`src/obj_pkg.sv`:
```
// Shared sizes and packed types for the sprite engine, imported by every RTL block
package obj_pkg;

    // Object table geometry
    localparam int OBJ_COUNT = 32;
    localparam int OBJ_BYTES = 4;
    localparam int RAM_AW    = 7;

    // Raster and sprite size
    localparam int LINE_W   = 256;
    localparam int OBJ_SIZE = 16;

    // Draw queue depth, also the credit count at reset
    localparam int DRAW_DEPTH = 2;
    localparam int CREDIT_W   = $clog2(DRAW_DEPTH + 1);
    localparam int QPTR_W     = $clog2(DRAW_DEPTH);

    // Graphics ROM, 8 pixels of 4 bits per word
    localparam int ROM_AW = 14;
    localparam int ROM_DW = 32;

    // Bit positions inside attr
    localparam int ATTR_VFLIP = 7;
    localparam int ATTR_HFLIP = 6;

    // One table entry, byte 0 is ypos
    typedef struct packed {
        logic [7:0] ypos;
        logic [7:0] xpos;
        logic [7:0] code;
        logic [7:0] attr;
    } obj_entry_t;

    // Scanner to draw engine
    typedef struct packed {
        logic [7:0] code;
        logic [7:0] xpos;
        logic [3:0] row;
        logic [3:0] pal;
        logic       hflip;
        logic       vflip;
    } draw_cmd_t;

    typedef struct packed {
        logic [ROM_AW-1:0] addr;
        logic              cs;
    } rom_req_t;

endpackage

```
`src/obj_table_scan.sv`:
```
// Object table scanner, walks all entries at line start and sends in-zone sprites to the draw engine
`timescale 1ns/10ps

module obj_table_scan (
    input  logic                       clk,
    input  logic                       rst,
    input  logic                       line_start,
    input  logic [7:0]                 vline,
    // Object RAM
    output logic                       ram_req,
    output logic [obj_pkg::RAM_AW-2:0] ram_addr,
    input  logic                       ram_gnt,
    input  logic [15:0]                ram_data,
    // Draw commands, credit flow control
    output obj_pkg::draw_cmd_t         cmd,
    output logic                       cmd_valid,
    input  logic                       credit_ret
);
    import obj_pkg::*;

    typedef enum logic [2:0] {
        S_IDLE,
        S_RD0,
        S_RD1,
        S_WAIT,
        S_TEST
    } scan_st_t;

    scan_st_t            state;
    logic [4:0]          idx;
    logic [7:0]          line_y;
    obj_entry_t          entry;
    logic                rd_vld;
    logic                rd_word;
    logic [CREDIT_W-1:0] credit;
    logic [7:0]          ydiff;
    logic                inzone;
    logic                issue;

    // Two words per entry, word 0 then word 1
    assign ram_req  = (state == S_RD0) || (state == S_RD1);
    assign ram_addr = {idx, state == S_RD1};

    // Row inside the sprite, wraps at the bottom of the screen
    assign ydiff  = line_y - entry.ypos;
    assign inzone = ydiff < 8'(OBJ_SIZE);
    assign issue  = (state == S_TEST) && inzone && (credit != '0);

    // Read data returns one cycle after the grant
    always_ff @(posedge clk or posedge rst) begin
        if (rst) begin
            rd_vld  <= 1'b0;
            rd_word <= 1'b0;
        end else begin
            rd_vld  <= ram_req && ram_gnt;
            rd_word <= ram_addr[0];
        end
    end

    always_ff @(posedge clk) begin
        if (rd_vld) begin
            if (rd_word) begin
                entry.code <= ram_data[7:0];
                entry.attr <= ram_data[15:8];
            end else begin
                entry.ypos <= ram_data[7:0];
                entry.xpos <= ram_data[15:8];
            end
        end
    end

    // Scan FSM
    always_ff @(posedge clk or posedge rst) begin
        if (rst) begin
            state  <= S_IDLE;
            idx    <= '0;
            line_y <= '0;
        end else if (line_start) begin
            // Zone tested on vline itself, so a sprite starts one line below its ypos
            state  <= S_RD0;
            idx    <= '0;
            line_y <= vline;
        end else begin
            case (state)
                S_RD0:   if (ram_gnt) state <= S_RD1;
                S_RD1:   if (ram_gnt) state <= S_WAIT;
                S_WAIT:  state <= S_TEST;
                S_TEST: begin
                    // Stall here while an in-zone sprite has no credit
                    if (!inzone || issue) begin
                        if (idx == 5'(OBJ_COUNT - 1)) begin
                            state <= S_IDLE;
                        end else begin
                            idx   <= idx + 5'd1;
                            state <= S_RD0;
                        end
                    end
                end
                default: state <= S_IDLE;
            endcase
        end
    end

    // Command register, one cycle pulse
    always_ff @(posedge clk or posedge rst) begin
        if (rst) begin
            cmd_valid <= 1'b0;
        end else begin
            cmd_valid <= issue;
        end
    end

    always_ff @(posedge clk) begin
        if (issue) begin
            cmd.code  <= entry.code;
            cmd.xpos  <= entry.xpos;
            cmd.row   <= ydiff[3:0] ^ {4{entry.attr[ATTR_VFLIP]}};
            cmd.pal   <= entry.attr[3:0];
            cmd.hflip <= entry.attr[ATTR_HFLIP];
            cmd.vflip <= entry.attr[ATTR_VFLIP];
        end
    end

    // Credits, one per free queue slot in the draw engine
    always_ff @(posedge clk or posedge rst) begin
        if (rst) begin
            credit <= CREDIT_W'(DRAW_DEPTH);
        end else begin
            case ({issue, credit_ret})
                2'b10:   credit <= credit - 1'b1;
                2'b01:   credit <= credit + 1'b1;
                default: credit <= credit;
            endcase
        end
    end

endmodule
```
`config.mk`:
```
export PLATFORM = sky130hd
export DESIGN_NAME = obj_table_scan
export DESIGN_NICKNAME = d
export VERILOG_FILES = /design/src/obj_pkg.sv /design/src/obj_table_scan.sv
export SDC_FILE = /design/constraint.sdc
export NUM_CORES = 1
export LEC_CHECK = 0
export ABC_CLOCK_PERIOD_IN_PS = 10800
export BUFFER_PORTS_ARGS = -buffer_cell sky130_fd_sc_hd__buf_2
export CAP_MARGIN = 20
export CORE_ASPECT_RATIO = 0.75
export CORE_UTILIZATION = 25
export CTS_BUF_LIST = sky130_fd_sc_hd__clkbuf_4 sky130_fd_sc_hd__clkbuf_8 sky130_fd_sc_hd__clkbuf_16
export DETAILED_ROUTE_END_ITERATION = 6
export PLACE_DENSITY = 0.4
export REMOVE_ABC_BUFFERS = 1
export SLEW_MARGIN = 10
export SYNTH_ARGS = -nofsm -noshare
export SYNTH_HDL_FRONTEND = slang
export SYNTH_SLANG_ARGS = --single-unit
```
`constraint.sdc`:
```
create_clock -name clk -period 10.8 [get_ports clk]
set_input_delay 1.08 -clock clk [delete_from_list [all_inputs] [get_ports clk]]
set_output_delay 1.08 -clock clk [all_outputs]
set_load 0.1 [all_outputs]
```
==> impl_results.md <==
* Final count of hold timing violations at 0
* Period minus WS final at 3.06 ns
* Yosys Warn Count at 0
* Sequential cell area at 0.00221 sq mm
* Post-DP HPWL at 4.04 mm
* Filler Cells Inserted at 1182
* Post-synth ARST share at 27.3%
* Number of I/O port buffers at 62
* Path type of the worst setup path: reg2reg
* Source-to-sink clock delay at the later pin of the worst-skew pair at 0.33 ns
* Floorplan die height at 97.6 um
* Post-synthesis instance area at 0.00305 sq mm
* Met2 GRT Util at 13.9%
* Least-Margin Pin Slew at 0.907 ns
* Remaining number of nets flagged by the antenna check after routing at 0
* Unrepaired setup endpoints after global routing: false
* Peak Freq at 0.326 GHz
* Data arrival at the endpoint of the critical path at 3.33 ns
* CTS tree: yes
* Post-synthesis sequential element count at 77
* Final Cycle Share at 28.4%
* Cell Chain, Critical Path: inv_1, ha_1, inv_1, fa_1, a21o_1, a21oi_1, xnor2_1, a2111oi_4, nand2_1, or2_1, ha_1, xor2_1, nor2_1, xor2_1
* Buffers inserted by post-CTS timing repair at 0
* Met3 track demand over resource in global routing at 4.19%
* Fraction of the yosys area taken by sequential cells at 72.5%
* CTS H-Tree Depth at 3
* Area Growth Syn to Fin at 26.5%
* Worst EP required at 11.07 ns
* First-iteration detailed-routing DRC count at 41
* Outcome: finished, final reports clean
* Number of global-route vias before repair at 1682
* Met1 Use GR at 13.2%
* Setup skew after layout at 0.00501 ns
* Synth unique cells at 37
* Accumulated negative setup slack at 0 ns
* Total wire length after detailed routing at 5.68 mm
* Ports placed on the boundary at 63
* Biggest area consumer among synthesized cells: sky130_fd_sc_hd__edfxtp_1
* CP max stage cell: sky130_fd_sc_hd__a2111oi_4
* Effective utilization at floorplan at 25.9%
* Global routing usage summed across all routing layers at 9.83%
* List of most frequent post-synthesis cells: sky130_fd_sc_hd__edfxtp_1, sky130_fd_sc_hd__dfrtp_1, sky130_fd_sc_hd__ha_1, sky130_fd_sc_hd__inv_1, sky130_fd_sc_hd__nor2_1
* Final setup viols at 0
* Number of enable flip-flop cells after synthesis at 56
* Average cell area after synthesis at 16.1 sq um
* Top-count cell post-synth: sky130_fd_sc_hd__edfxtp_1
* Clock-pin slew on the worst setup and hold paths at 0.06 ns
* Ant diodes at 0
* Prevailing post-synth register cell: sky130_fd_sc_hd__edfxtp_1
* Count of maximum capacitance violations at 0
* Final hold slack at 0.415 ns
* Biggest area contributors in the synthesized netlist: sky130_fd_sc_hd__edfxtp_1, sky130_fd_sc_hd__dfrtp_1, sky130_fd_sc_hd__ha_1
* Die area at 0.0126 sq mm
* Total Nets Final at 302
* Initial antenna violation count at 0
* Slew margin rel. at 39.3%
* Routed wirelength normalized by instance count at 13.3 um
* Class of the most critical hold timing path: reg2reg
* Gp weighted congestion at 0.732
* Synthesized instance count at 189
* Nature of the critical path startpoint: flop
* Share of final-layout standard cells stronger than drive strength 1 at 35.7%
* Cts repair resizes at 0
* Global-route wire length before repair at 8.94 mm
* Type of element capturing the critical path: flop
* Largest net degree at the start of global routing at 27
* TritonCTS sink count at 77
* Area of the multi-input gates at 795 sq um
* GR Overflow Total at 0
* Remaining DRCs at 0
* Detailed-route via count at 1645
* Largest stage delay on the critical path at 0.51 ns
* Power density normalized to cell area at 186 mW/mm^2
* Post-cts hold buffer count at 0
* Core outline area at 0.0117 sq mm
* Static Leak at 1.54 nW
* Row count at 34
* Count of TritonRoute iterations in the first routing pass at 4
* Vias per cell at 3.84
* DIE WIDTH at 129 um
* CP max FO at 6
* Routing layer with the top usage in global route: met2
* Root Driver: sky130_fd_sc_hd__clkbuf_16
* Peak supply drop at 0.103 mV
* Maximum number of buffers from clock root to sink at 2
* Max-slew violations at 0
* Clock buffer count from CTS at 9
* Share of the synthesized area in the top cell type at 55.2%
## state kept, by name (all words and copies together), names as in the netlist
register and cells:
cmd_valid 1, cmd 26, state 3, rd_word 1, credit 2, idx 5
entry 30, line_y 8, rd_vld 1
## path summary, 6_finish.rpt
check                      startpoint         to  slack, ns  cells after the start
max in group asynchronous         rst  line_y[7]       9.35                      2
min in group asynchronous         rst  line_y[4]       0.91                      2
min                         entry[20]    cmd[14]       0.42                      0
max                         line_y[0]  credit[1]       7.74                     14
max reg2reg                 line_y[0]  credit[1]       7.74                     14
min reg2reg                 entry[20]    cmd[14]       0.42                      0
## stage by stage
step           util (%)  setup slack [ns]  total power, W  area (sq um)  cells
6_report           32.8              7.74        0.000717          3850    428
4_1_cts            32.8              7.68        0.000731          3850    428
2_1_floorplan         -              7.17        0.000413          3040    187
5_1_grt            32.8              7.47        0.000749          3850    428
3_3_place_gp       30.4              7.80        0.000437          3560    412
3_5_place_dp       30.4              7.71        0.000436          3560    412
## area by class of cell
class | count | area share (%)
flip-flops and latches | 77 | 57.3
clock inverters | 7 | 1.69
inverters | 11 | 1.07
clock buffers | 9 | 5.84
well taps | 162 | 5.26
multi-input cells | 99 | 20.6
repair buffers | 63 | 8.24
## cells by family (layout without fill, tap and decap cells)
group | count (synthesis) | in the layout | synth area share (%)
XOR/XNOR | 14 | 14 | 4.02
multiplexers | 12 | 12 | 4.48
buffers and inverters | 13 | 90 | 1.60
AO/OA/AOI/OAI | 19 | 19 | 4.89
flip-flops | 77 | 77 | 72.5
AND/OR/NAND/NOR | 42 | 42 | 7.35
adder cells (fa/ha/maj) | 12 | 12 | 5.17
## where the power goes
group / internal, W / switching (W) / leakage [nW]
Clock: 0.000162 / 0.000128 / 0.141
Sequential: 0.000337 / 0.0000100 / 0.775
Combinational: 0.0000329 / 0.0000481 / 0.628
Total: 0.000531 / 0.000186 / 1.54
## critical path, delay by kind of cell, from the launching register on
kind,cells,cell delay [ns]
AO/OA/AOI/OAI,3,0.86
XOR/XNOR,3,0.41
adder cells (fa/ha/maj),3,0.73
buffers and inverters,2,0.13
flip-flops,1,0.36
AND/OR/NAND/NOR,3,0.50
## placed cells by master (no fill, tap or decap), types with 7 or more instances in the layout
| master | n |
|---|---|
| sky130_fd_sc_hd__nor2_1 | 10 |
| sky130_fd_sc_hd__dfrtp_1 | 20 |
| sky130_fd_sc_hd__clkbuf_16 | 9 |
| sky130_fd_sc_hd__inv_1 | 11 |
| sky130_fd_sc_hd__xnor2_1 | 10 |
| sky130_fd_sc_hd__edfxtp_1 | 56 |
| sky130_fd_sc_hd__mux2_2 | 7 |
| sky130_fd_sc_hd__buf_2 | 62 |
| sky130_fd_sc_hd__ha_1 | 11 |
## per-layer routing
metal  vias up  part of all wire, %
met3        12                  5.9
met2        50                   40
met1       755                   52
met4         0                  1.6
met5         -                    0
li1        828                    -
(Power assumes the default switching activity.)
