[config.mk]
export PLATFORM = sky130hd
export DESIGN_NAME = obj_draw
export DESIGN_NICKNAME = d
export VERILOG_FILES = /design/src/obj_pkg.sv /design/src/obj_draw.sv
export SDC_FILE = /design/constraint.sdc
export NUM_CORES = 1
export LEC_CHECK = 0
export ABC_CLOCK_PERIOD_IN_PS = 2700
export BUFFER_PORTS_ARGS = -buffer_cell sky130_fd_sc_hd__buf_2
export CAP_MARGIN = 40
export CORE_UTILIZATION = 55
export DETAILED_ROUTE_END_ITERATION = 8
export PLACE_DENSITY = 0.83
export SLEW_MARGIN = 20
export SYNTH_ARGS = -nofsm -noshare
export SYNTH_HDL_FRONTEND = slang
export SYNTH_SLANG_ARGS = --single-unit
[constraint.sdc]
create_clock -name clk -period 2.7 [get_ports clk]
set_input_delay 0.675 -clock clk [delete_from_list [all_inputs] [get_ports clk]]
set_output_delay 0.675 -clock clk [all_outputs]
set_load 0.02 [all_outputs]
[src/obj_pkg.sv]
// Shared sizes and packed types for the sprite engine, imported by every RTL block
package obj_pkg;

    // Object table geometry
    localparam int OBJ_COUNT = 32;
    localparam int OBJ_BYTES = 4;
    localparam int RAM_AW    = 7;

    // Raster and sprite size
    localparam int LINE_W   = 256;
    localparam int OBJ_SIZE = 16;

    // Draw queue depth, also the credit count at reset
    localparam int DRAW_DEPTH = 2;
    localparam int CREDIT_W   = $clog2(DRAW_DEPTH + 1);
    localparam int QPTR_W     = $clog2(DRAW_DEPTH);

    // Graphics ROM, 8 pixels of 4 bits per word
    localparam int ROM_AW = 14;
    localparam int ROM_DW = 32;

    // Bit positions inside attr
    localparam int ATTR_VFLIP = 7;
    localparam int ATTR_HFLIP = 6;

    // One table entry, byte 0 is ypos
    typedef struct packed {
        logic [7:0] ypos;
        logic [7:0] xpos;
        logic [7:0] code;
        logic [7:0] attr;
    } obj_entry_t;

    // Scanner to draw engine
    typedef struct packed {
        logic [7:0] code;
        logic [7:0] xpos;
        logic [3:0] row;
        logic [3:0] pal;
        logic       hflip;
        logic       vflip;
    } draw_cmd_t;

    typedef struct packed {
        logic [ROM_AW-1:0] addr;
        logic              cs;
    } rom_req_t;

endpackage

[src/obj_draw.sv]
// Sprite draw engine, queues commands, fetches ROM words and writes opaque pixels to the line buffer
`timescale 1ns/10ps

module obj_draw (
    input  logic                       clk,
    input  logic                       rst,
    input  obj_pkg::draw_cmd_t         cmd,
    input  logic                       cmd_valid,
    output logic                       credit_ret,
    // Graphics ROM
    output obj_pkg::rom_req_t          rom,
    input  logic [obj_pkg::ROM_DW-1:0] rom_data,
    input  logic                       rom_ok,
    // Line buffer
    output logic                       wr_en,
    output logic [7:0]                 wr_x,
    output logic [3:0]                 wr_pix,
    output logic                       busy
);
    import obj_pkg::*;

    typedef enum logic [1:0] {
        D_IDLE,
        D_FETCH,
        D_DRAW
    } draw_st_t;

    // Command queue, depth is a power of two so pointers wrap
    draw_cmd_t           queue [0:DRAW_DEPTH-1];
    logic [QPTR_W-1:0]   wr_ptr;
    logic [QPTR_W-1:0]   rd_ptr;
    logic [CREDIT_W-1:0] count;
    logic                pop;

    draw_st_t            state;
    draw_cmd_t           cur;
    logic                half;
    logic [2:0]          cnt;
    logic [ROM_DW-1:0]   word;
    logic                src_half;
    logic [2:0]          pix_idx;
    logic [3:0]          nib;

    assign pop = (state == D_IDLE) && (count != '0);

    // hflip fetches the right half first and reads each word backwards
    assign src_half = half ^ cur.hflip;
    assign pix_idx  = cur.hflip ? 3'd7 - cnt : cnt;
    assign nib      = word[{pix_idx, 2'b00} +: 4];

    // Word address is code*32 + row*2 + half
    assign rom.addr = ROM_AW'({cur.code, cur.row, src_half});
    assign rom.cs   = (state == D_FETCH);

    assign busy = (state != D_IDLE) || (count != '0) || wr_en;

    always_ff @(posedge clk) begin
        if (cmd_valid) begin
            queue[wr_ptr] <= cmd;
        end
    end

    // Queue pointers, count and credit return
    always_ff @(posedge clk or posedge rst) begin
        if (rst) begin
            wr_ptr     <= '0;
            rd_ptr     <= '0;
            count      <= '0;
            credit_ret <= 1'b0;
        end else begin
            if (cmd_valid) begin
                wr_ptr <= wr_ptr + 1'b1;
            end
            if (pop) begin
                rd_ptr <= rd_ptr + 1'b1;
            end
            case ({cmd_valid, pop})
                2'b10:   count <= count + 1'b1;
                2'b01:   count <= count - 1'b1;
                default: count <= count;
            endcase
            credit_ret <= pop;
        end
    end

    // Fetch and draw FSM
    always_ff @(posedge clk or posedge rst) begin
        if (rst) begin
            state <= D_IDLE;
            half  <= 1'b0;
            cnt   <= '0;
            wr_en <= 1'b0;
        end else begin
            wr_en <= 1'b0;
            case (state)
                D_IDLE: begin
                    if (pop) begin
                        half  <= 1'b0;
                        state <= D_FETCH;
                    end
                end
                D_FETCH: begin
                    // Hold the request until the ROM answers
                    if (rom_ok) begin
                        cnt   <= '0;
                        state <= D_DRAW;
                    end
                end
                D_DRAW: begin
                    // Colour 0 is transparent, no write
                    wr_en <= (nib != 4'd0);
                    cnt   <= cnt + 3'd1;
                    if (cnt == 3'd7) begin
                        if (half) begin
                            state <= D_IDLE;
                        end else begin
                            half  <= 1'b1;
                            state <= D_FETCH;
                        end
                    end
                end
                default: state <= D_IDLE;
            endcase
        end
    end

    // Payload registers
    always_ff @(posedge clk) begin
        if (pop) begin
            cur <= queue[rd_ptr];
        end
        if (state == D_FETCH && rom_ok) begin
            word <= rom_data;
        end
        if (state == D_DRAW) begin
            // Screen position wraps at the line end
            wr_x   <= cur.xpos + {4'd0, half, cnt};
            wr_pix <= nib;
        end
    end

endmodule

==> results of run 1 <==
[how the worst max path moves through the flow]
stage / from / endpoint
5_1_grt: cnt[1]$_DFFE_PP0P_ / wr_x[5]$_DFFE_PN_
2_1_floorplan: cmd_valid / queue[0][10]$_DFFE_PP_
3_5_place_dp: cnt[1]$_DFFE_PP0P_ / wr_x[7]$_DFFE_PN_
4_1_cts: cur[1]$_DFFE_PP_ / rom[1]
3_3_place_gp: cnt[1]$_DFFE_PP0P_ / wr_x[7]$_DFFE_PN_
6_report: cur[1]$_DFFE_PP_ / rom[1]
[cell usage after synthesis, drive strengths merged (2+ instances only)]
master	n	area, um2
nor2	8	30.03
xnor2	7	61.31
dfrtp	12	300.3
nor2b	5	31.28
clkbuf	2	7.510
o22ai	3	18.77
nand2	11	41.29
o221ai	2	17.52
a221o	2	20.02
mux2i	5	50.05
mux2	26	292.8
inv	6	22.52
buf	21	143.9
edfxtp	107	3213
a21o	2	15.01
a21oi	2	10.01
xor2	6	52.55
o21ai	3	15.01
nand2b	2	12.51
ha	7	87.58
mux4	13	304.1
nor3	3	15.01
nand3	3	15.01
[flip-flops by register name, indices dropped and copies added (netlist names), 2 cells and up]
name    flops
wr_pix      4
state       2
wr_x        8
rom        12
word       32
cnt         3
count       2
queue      42
cur         9
[layer usage]
layer,vias up,wire length [um]
met1,1221,2996
met5,-,0
met4,0,177
met3,17,319
li1,1194,-
met2,74,3931
[cells by family after synthesis]
logic type / Yosys count / synth area share (%)
XOR/XNOR: 13 / 2.351
flip-flops: 119 / 72.56
multiplexers: 44 / 13.36
buffers and inverters: 29 / 3.592
other: 1 / 0.07745
adder cells (fa/ha/maj): 8 / 2.222
AND/OR/NAND/NOR: 35 / 3.514
AO/OA/AOI/OAI: 16 / 2.326
[metrics by stage]
stage                     total power [uW]  setup WS, ns
after global routing                  7397        0.3665
after CTS                             7101        0.4635
after detailed placement              4902        0.5010
final                                 7039        0.5013
after global placement                4799        0.5611
after floorplan                       4447        0.6812
[area by class of cell]
cell class              instances  area share [%]
flip-flops and latches        119           59.37
well taps                     105           2.220
clock inverters                15           3.023
inverters                       6          0.3805
repair buffers                 94           8.457
multi-input cells             117           19.56
clock buffers                  17           6.998
[power by group through the flow]
| stage | sequential, uW | clock [uW] | combinational [uW] |
|---|---|---|---|
| after floorplan | 3000 | 0 | 1450 |
| after global placement | 3020 | 0 | 1780 |
| after detailed placement | 3010 | 0 | 1890 |
| after CTS | 2990 | 2220 | 1890 |
| after global routing | 3040 | 2300 | 2060 |
| final | 2980 | 2190 | 1870 |
==> flow_metrics.tcl, run 1 <==
set metrics [dict create \
    status "completed" \
    critPathTopFamily "flip-flops" \
    clkPwrFrac_pct 31.1 \
    dp_hpwl_mm 5.188 \
    top_usage_layer "met2" \
    antenna_found_initial 0 \
    clock-sinks 119 \
    met1_usage_pct 21.29 \
    antennaDiodeCount 0 \
    grt_pass1_vias 2456 \
    area_delta_synth_final_pct 22.22 \
    final_core_util_pct 70.61 \
    worst-path-max-fanout 12 \
    routedWlPerCell_um 15.70 \
    cts-root-buf "clkbuf_8" \
    multiInputGateArea_um2 1157 \
    syn_avg_cell_area_um2 18.27 \
    cts_tree "done" \
    grtUsageMet3_pct 5.055 \
    final_common_cell "edfxtp_1" \
    dieArea_um2 9183 \
    grt_use_met2_pct 29.94 \
    reg2reg_to "wr_x[7]$_DFFE_PN_" \
    wl_mm 7.425 \
    synth_edf_count 107 \
    rr_worst_depth 7 \
    cp-end-kind "output pin" \
    worstSetupStartpointType "flop" \
    cts-buffers-inserted 17 \
    synth-seq-cells 119 \
    reg2reg_slack_ns 0.55 \
    clock.fmax_mhz 454.8 \
    die_w_um 95.83 \
    vias_per_cell 5.298 \
    critPathKind "flop to output pin" \
    io_buffers 85 \
    drt_iter0_drc 135 \
    syn_area_um2 4842 \
    clkTransAtPathRegs_ns 0.06 \
    vias 2506 \
    p_sw_share_pct 29.61 \
    dp_cells 441 \
    critPathBufInv 2 \
    drtPass1Iterations 4 \
    coreArea_um2 8382 \
    layout_common_cells "edfxtp_1, buf_2, mux2_2" \
    post-route-min-period_ns 2.199 \
    drc 0 \
    required_ns 2.03 \
    cp_slowest_cell "edfxtp_1" \
    rows 33 \
    fill_cells 550 \
    postPlaceCellArea_um2 5325 \
    cp_data_arrival_time_ns 1.52 \
    ir_worst_vdd_mv 0.5963 \
    path_depth 3 \
    grt_max_degree 33 \
    combPwrFrac_pct 26.6 \
    final_cells 473 \
    clockBufferDepth 2 \
    finClkSkew_ns 0.009483 \
    r2r-start "cnt[1]$_DFFE_PP0P_" \
    synthArstFlopShare_pct 10.08 \
    fin_area_um2 5918 \
    seq_area_frac_synth_pct 72.56 \
    cap_violations 0 \
    ys.warnings.count 0 \
    rsz0062_at_grt "no" \
    cts_resized 0 \
    holdWs_ns 0.1730 \
    leakage_uw 0.002288 \
    overflow 0 \
    postSynth.topFlopCell "edfxtp_1" \
    hold_viol 0 \
    powerDensity_nw_per_um2 1189 \
    regArea_um2 3513 \
    maxSlewViolCount 0 \
    syn-num-nets 335 \
    grt_use_total_pct 18.01 \
    grt_pass1_wl_mm 11.63 \
    cts_setup_buffers 0 \
    antenna_left 0 \
    synth_cell_types 36 \
    finalSetupViolCount 0 \
    nNetsFinal 425 \
    initial_core_util_pct 57.77 \
    postCtsHoldBufs 0 \
    gp_congestion 0.7947 \
    hp-class "primary input to asynchronous set/reset pin" \
    intPower_uw 4955 \
    slowest_delay_ns 0.46 \
    switchingPower_uw 2084 \
    drive_gt1_share_pct 43.48 \
    path_cells "buf_4 > xor2_1 > buf_2" \
    htree_levels 4 \
    clk_latency_ns 0.50 \
    fin_tns_setup_ns 0 \
    ios 92 \
    finalCritPeriodShare_pct 81.44 \
    dieHeight_um 95.83 \
    postSynthCellCount 265 \
    p_seq_share_pct 42.4 \
]
Note: power is estimated with default switching activity, not from simulation.
==> run 2, diff against run 1 <==
- ABC_CLOCK_PERIOD_IN_PS: 2700 -> 1870
- CORE_UTILIZATION: 55 -> 50
- PLACE_DENSITY: 0.83 -> 0.8
- clock period: 2.7 -> 1.87 ns (I/O delays scaled with it)
==> run 2 against run 1 <==
  * Sequential share of layout area shrank 2.5 points
  * Worst hold slack lost 0.043 ns
  * Sequential cell count is the same
  * Design area grew 4.4%
  * Combinational power grew 76%
  * Critical path type is now flop to flop
  * Sequential power grew 43%
  * Critical endpoint is now wr_en$_DFF_PP0_
  * Critical path depth grew 2
  * Via count grew 4.6%
  * The flow now finishes with violations (negative setup slack)
  * Clock power grew 44%
  * Register-to-register slack lost 0.60 ns
  * Cell count grew 8.2%
==> flow_metrics.tcl, run 2 (same netlist as run 1, synthesis figures left out) <==
set metrics [dict create \
    initial_core_util_pct 51.91 \
    cp_slowest_cell "mux4_2" \
    die_w_um 100.4 \
    critPathTopFamily "multiplexers" \
    drive_gt1_share_pct 49.87 \
    htree_levels 4 \
    clkTransAtPathRegs_ns 0.06 \
    antenna_found_initial 0 \
    path_cells "buf_12 > mux4_2 > mux4_2 > nor4_2 > nor2_1" \
    grt_pass1_vias 2711 \
    layout_common_cells "edfxtp_1, buf_2, mux2_2" \
    area_delta_synth_final_pct 27.57 \
    dp_cells 474 \
    finalSetupViolCount 1 \
    maxSlewViolCount 0 \
    required_ns 2.26 \
    vias_per_cell 5.121 \
    final_cells 512 \
    clock.fmax_mhz 521.3 \
    clockBufferDepth 2 \
    largest_reg_flops 42 \
    cap_violations 0 \
    holdWs_ns 0.1300 \
    hold_viol 0 \
    status "finished with violations" \
    drt_iter0_drc 119 \
    slowest_delay_ns 0.52 \
    overflow 0 \
    critPathKind "flop to flop" \
    rsz0062_at_grt "yes" \
    dieHeight_um 100.4 \
    final_common_cell "edfxtp_1" \
    dieArea_um2 10080 \
    post-route-min-period_ns 1.918 \
    vias 2622 \
    routedWlPerCell_um 16.92 \
    fin_ws_ns -0.04829 \
    crit_path_frequent_cell "mux4_2" \
    ios 92 \
    finalCritPeriodShare_pct 102.6 \
    cp_data_arrival_time_ns 2.31 \
    cts_tree "done" \
    top_register "queue" \
    coreArea_um2 9328 \
    critPathBufInv 1 \
    nNetsFinal 440 \
    worst-path-max-fanout 5 \
    gp_congestion 0.8064 \
    power_uw 10690 \
    clk_latency_ns 0.51 \
    clock-sinks 119 \
    cts-root-buf "clkbuf_8" \
    rows 35 \
    hp-class "primary input to flop" \
    grt_pass1_wl_mm 13.59 \
    drc 0 \
    powerDensity_nw_per_um2 1730 \
    io_buffers 85 \
    drtPass1Iterations 4 \
    antenna_left 0 \
    grt_use_total_pct 18.67 \
    cp-end-kind "flop" \
    wl_mm 8.665 \
    leakage_uw 0.002358 \
    cts-buffers-inserted 17 \
    antennaDiodeCount 0 \
    violations "negative setup slack" \
    worstMarginPinSlew_ns 0.5265 \
    dp_hpwl_mm 5.688 \
    ir_worst_vdd_mv 0.9122 \
    fill_cells 620 \
    grt_max_degree 33 \
    relSlewSlack_pct 64.86 \
    finClkSkew_ns 0.006375 \
    worstSetupStartpointType "flop" \
]
==> run 2: cell types whose count changed in the layout (fill, tap and decap cells not counted), moves of 3 or more <==
cell / delta
buf_4: +9
buf_12: +4
inv_6: +4
buf_6: +3
==> run 2: what timing repair did <==
item	in CTS	in global routing
pin swaps	3	9
endpoints found under the setup margin	7	8
setup buffers	1	4
resized for setup	11	8
hold buffers	1	0
endpoints found under the hold margin	12	0
==> run 2: layout make-up <==
type / count / area, um2 / share of cell area (%)
Tap cell: 129 / 161.4 / 2.613
Clock buffer: 17 / 414.1 / 6.704
Inverter: 6 / 30.03 / 0.4861
Timing Repair Buffer: 109 / 671.9 / 10.88
Clock inverter: 15 / 165.2 / 2.674
Sequential cell: 119 / 3513 / 56.88
Multi-Input combinational cell: 117 / 1221 / 19.77
==> run 2: routing by layer <==
layer	GRT usage (%)	up-vias	routed length, um
met2	31.35	81	4542
met5	0	-	0
met1	22.06	1306	3540
li1	-	1223	-
met3	5.919	12	399
met4	8.473	0	182
==> run 2: stage by stage <==
step	util, %	cell area [um2]	TNS, ns	worst slack, ns
floorplan	-	4845	0	0.03099
global placement	58.59	5465	-0.02881	-0.01911
detailed placement	58.59	5465	-0.2647	-0.08505
CTS	65.43	6103	-0.1024	-0.05186
global route	66.22	6177	-0.2618	-0.1206
finish	66.22	6177	-0.04829	-0.04829
==> run 2: worst paths after layout <==
check | endpoint | start | slack [ns] | cells past startpoint
worst min register to register | count[1]$_DFFE_PP0P_ | count[1]$_DFFE_PP0P_ | 0.50 | 1
worst max-delay path | wr_en$_DFF_PP0_ | cnt[1]$_DFFE_PP0P_ | -0.05 | 5
worst min-delay path | word[4]$_DFFE_PP_ | rom_data[4] | 0.13 | 1
worst max register to register | wr_en$_DFF_PP0_ | cnt[1]$_DFFE_PP0P_ | -0.05 | 5
min in group asynchronous | credit_ret$_DFF_PP0_ | rst | 0.54 | 3
max in group asynchronous | wr_ptr$_DFFE_PP0P_ | rst | 0.98 | 3
==> run 2: report_power, final <==
part / switching [uW] / internal, uW
combinational: 1780 / 1510
sequential: 339 / 3910
clock: 1220 / 1920
total: 3340 / 7340
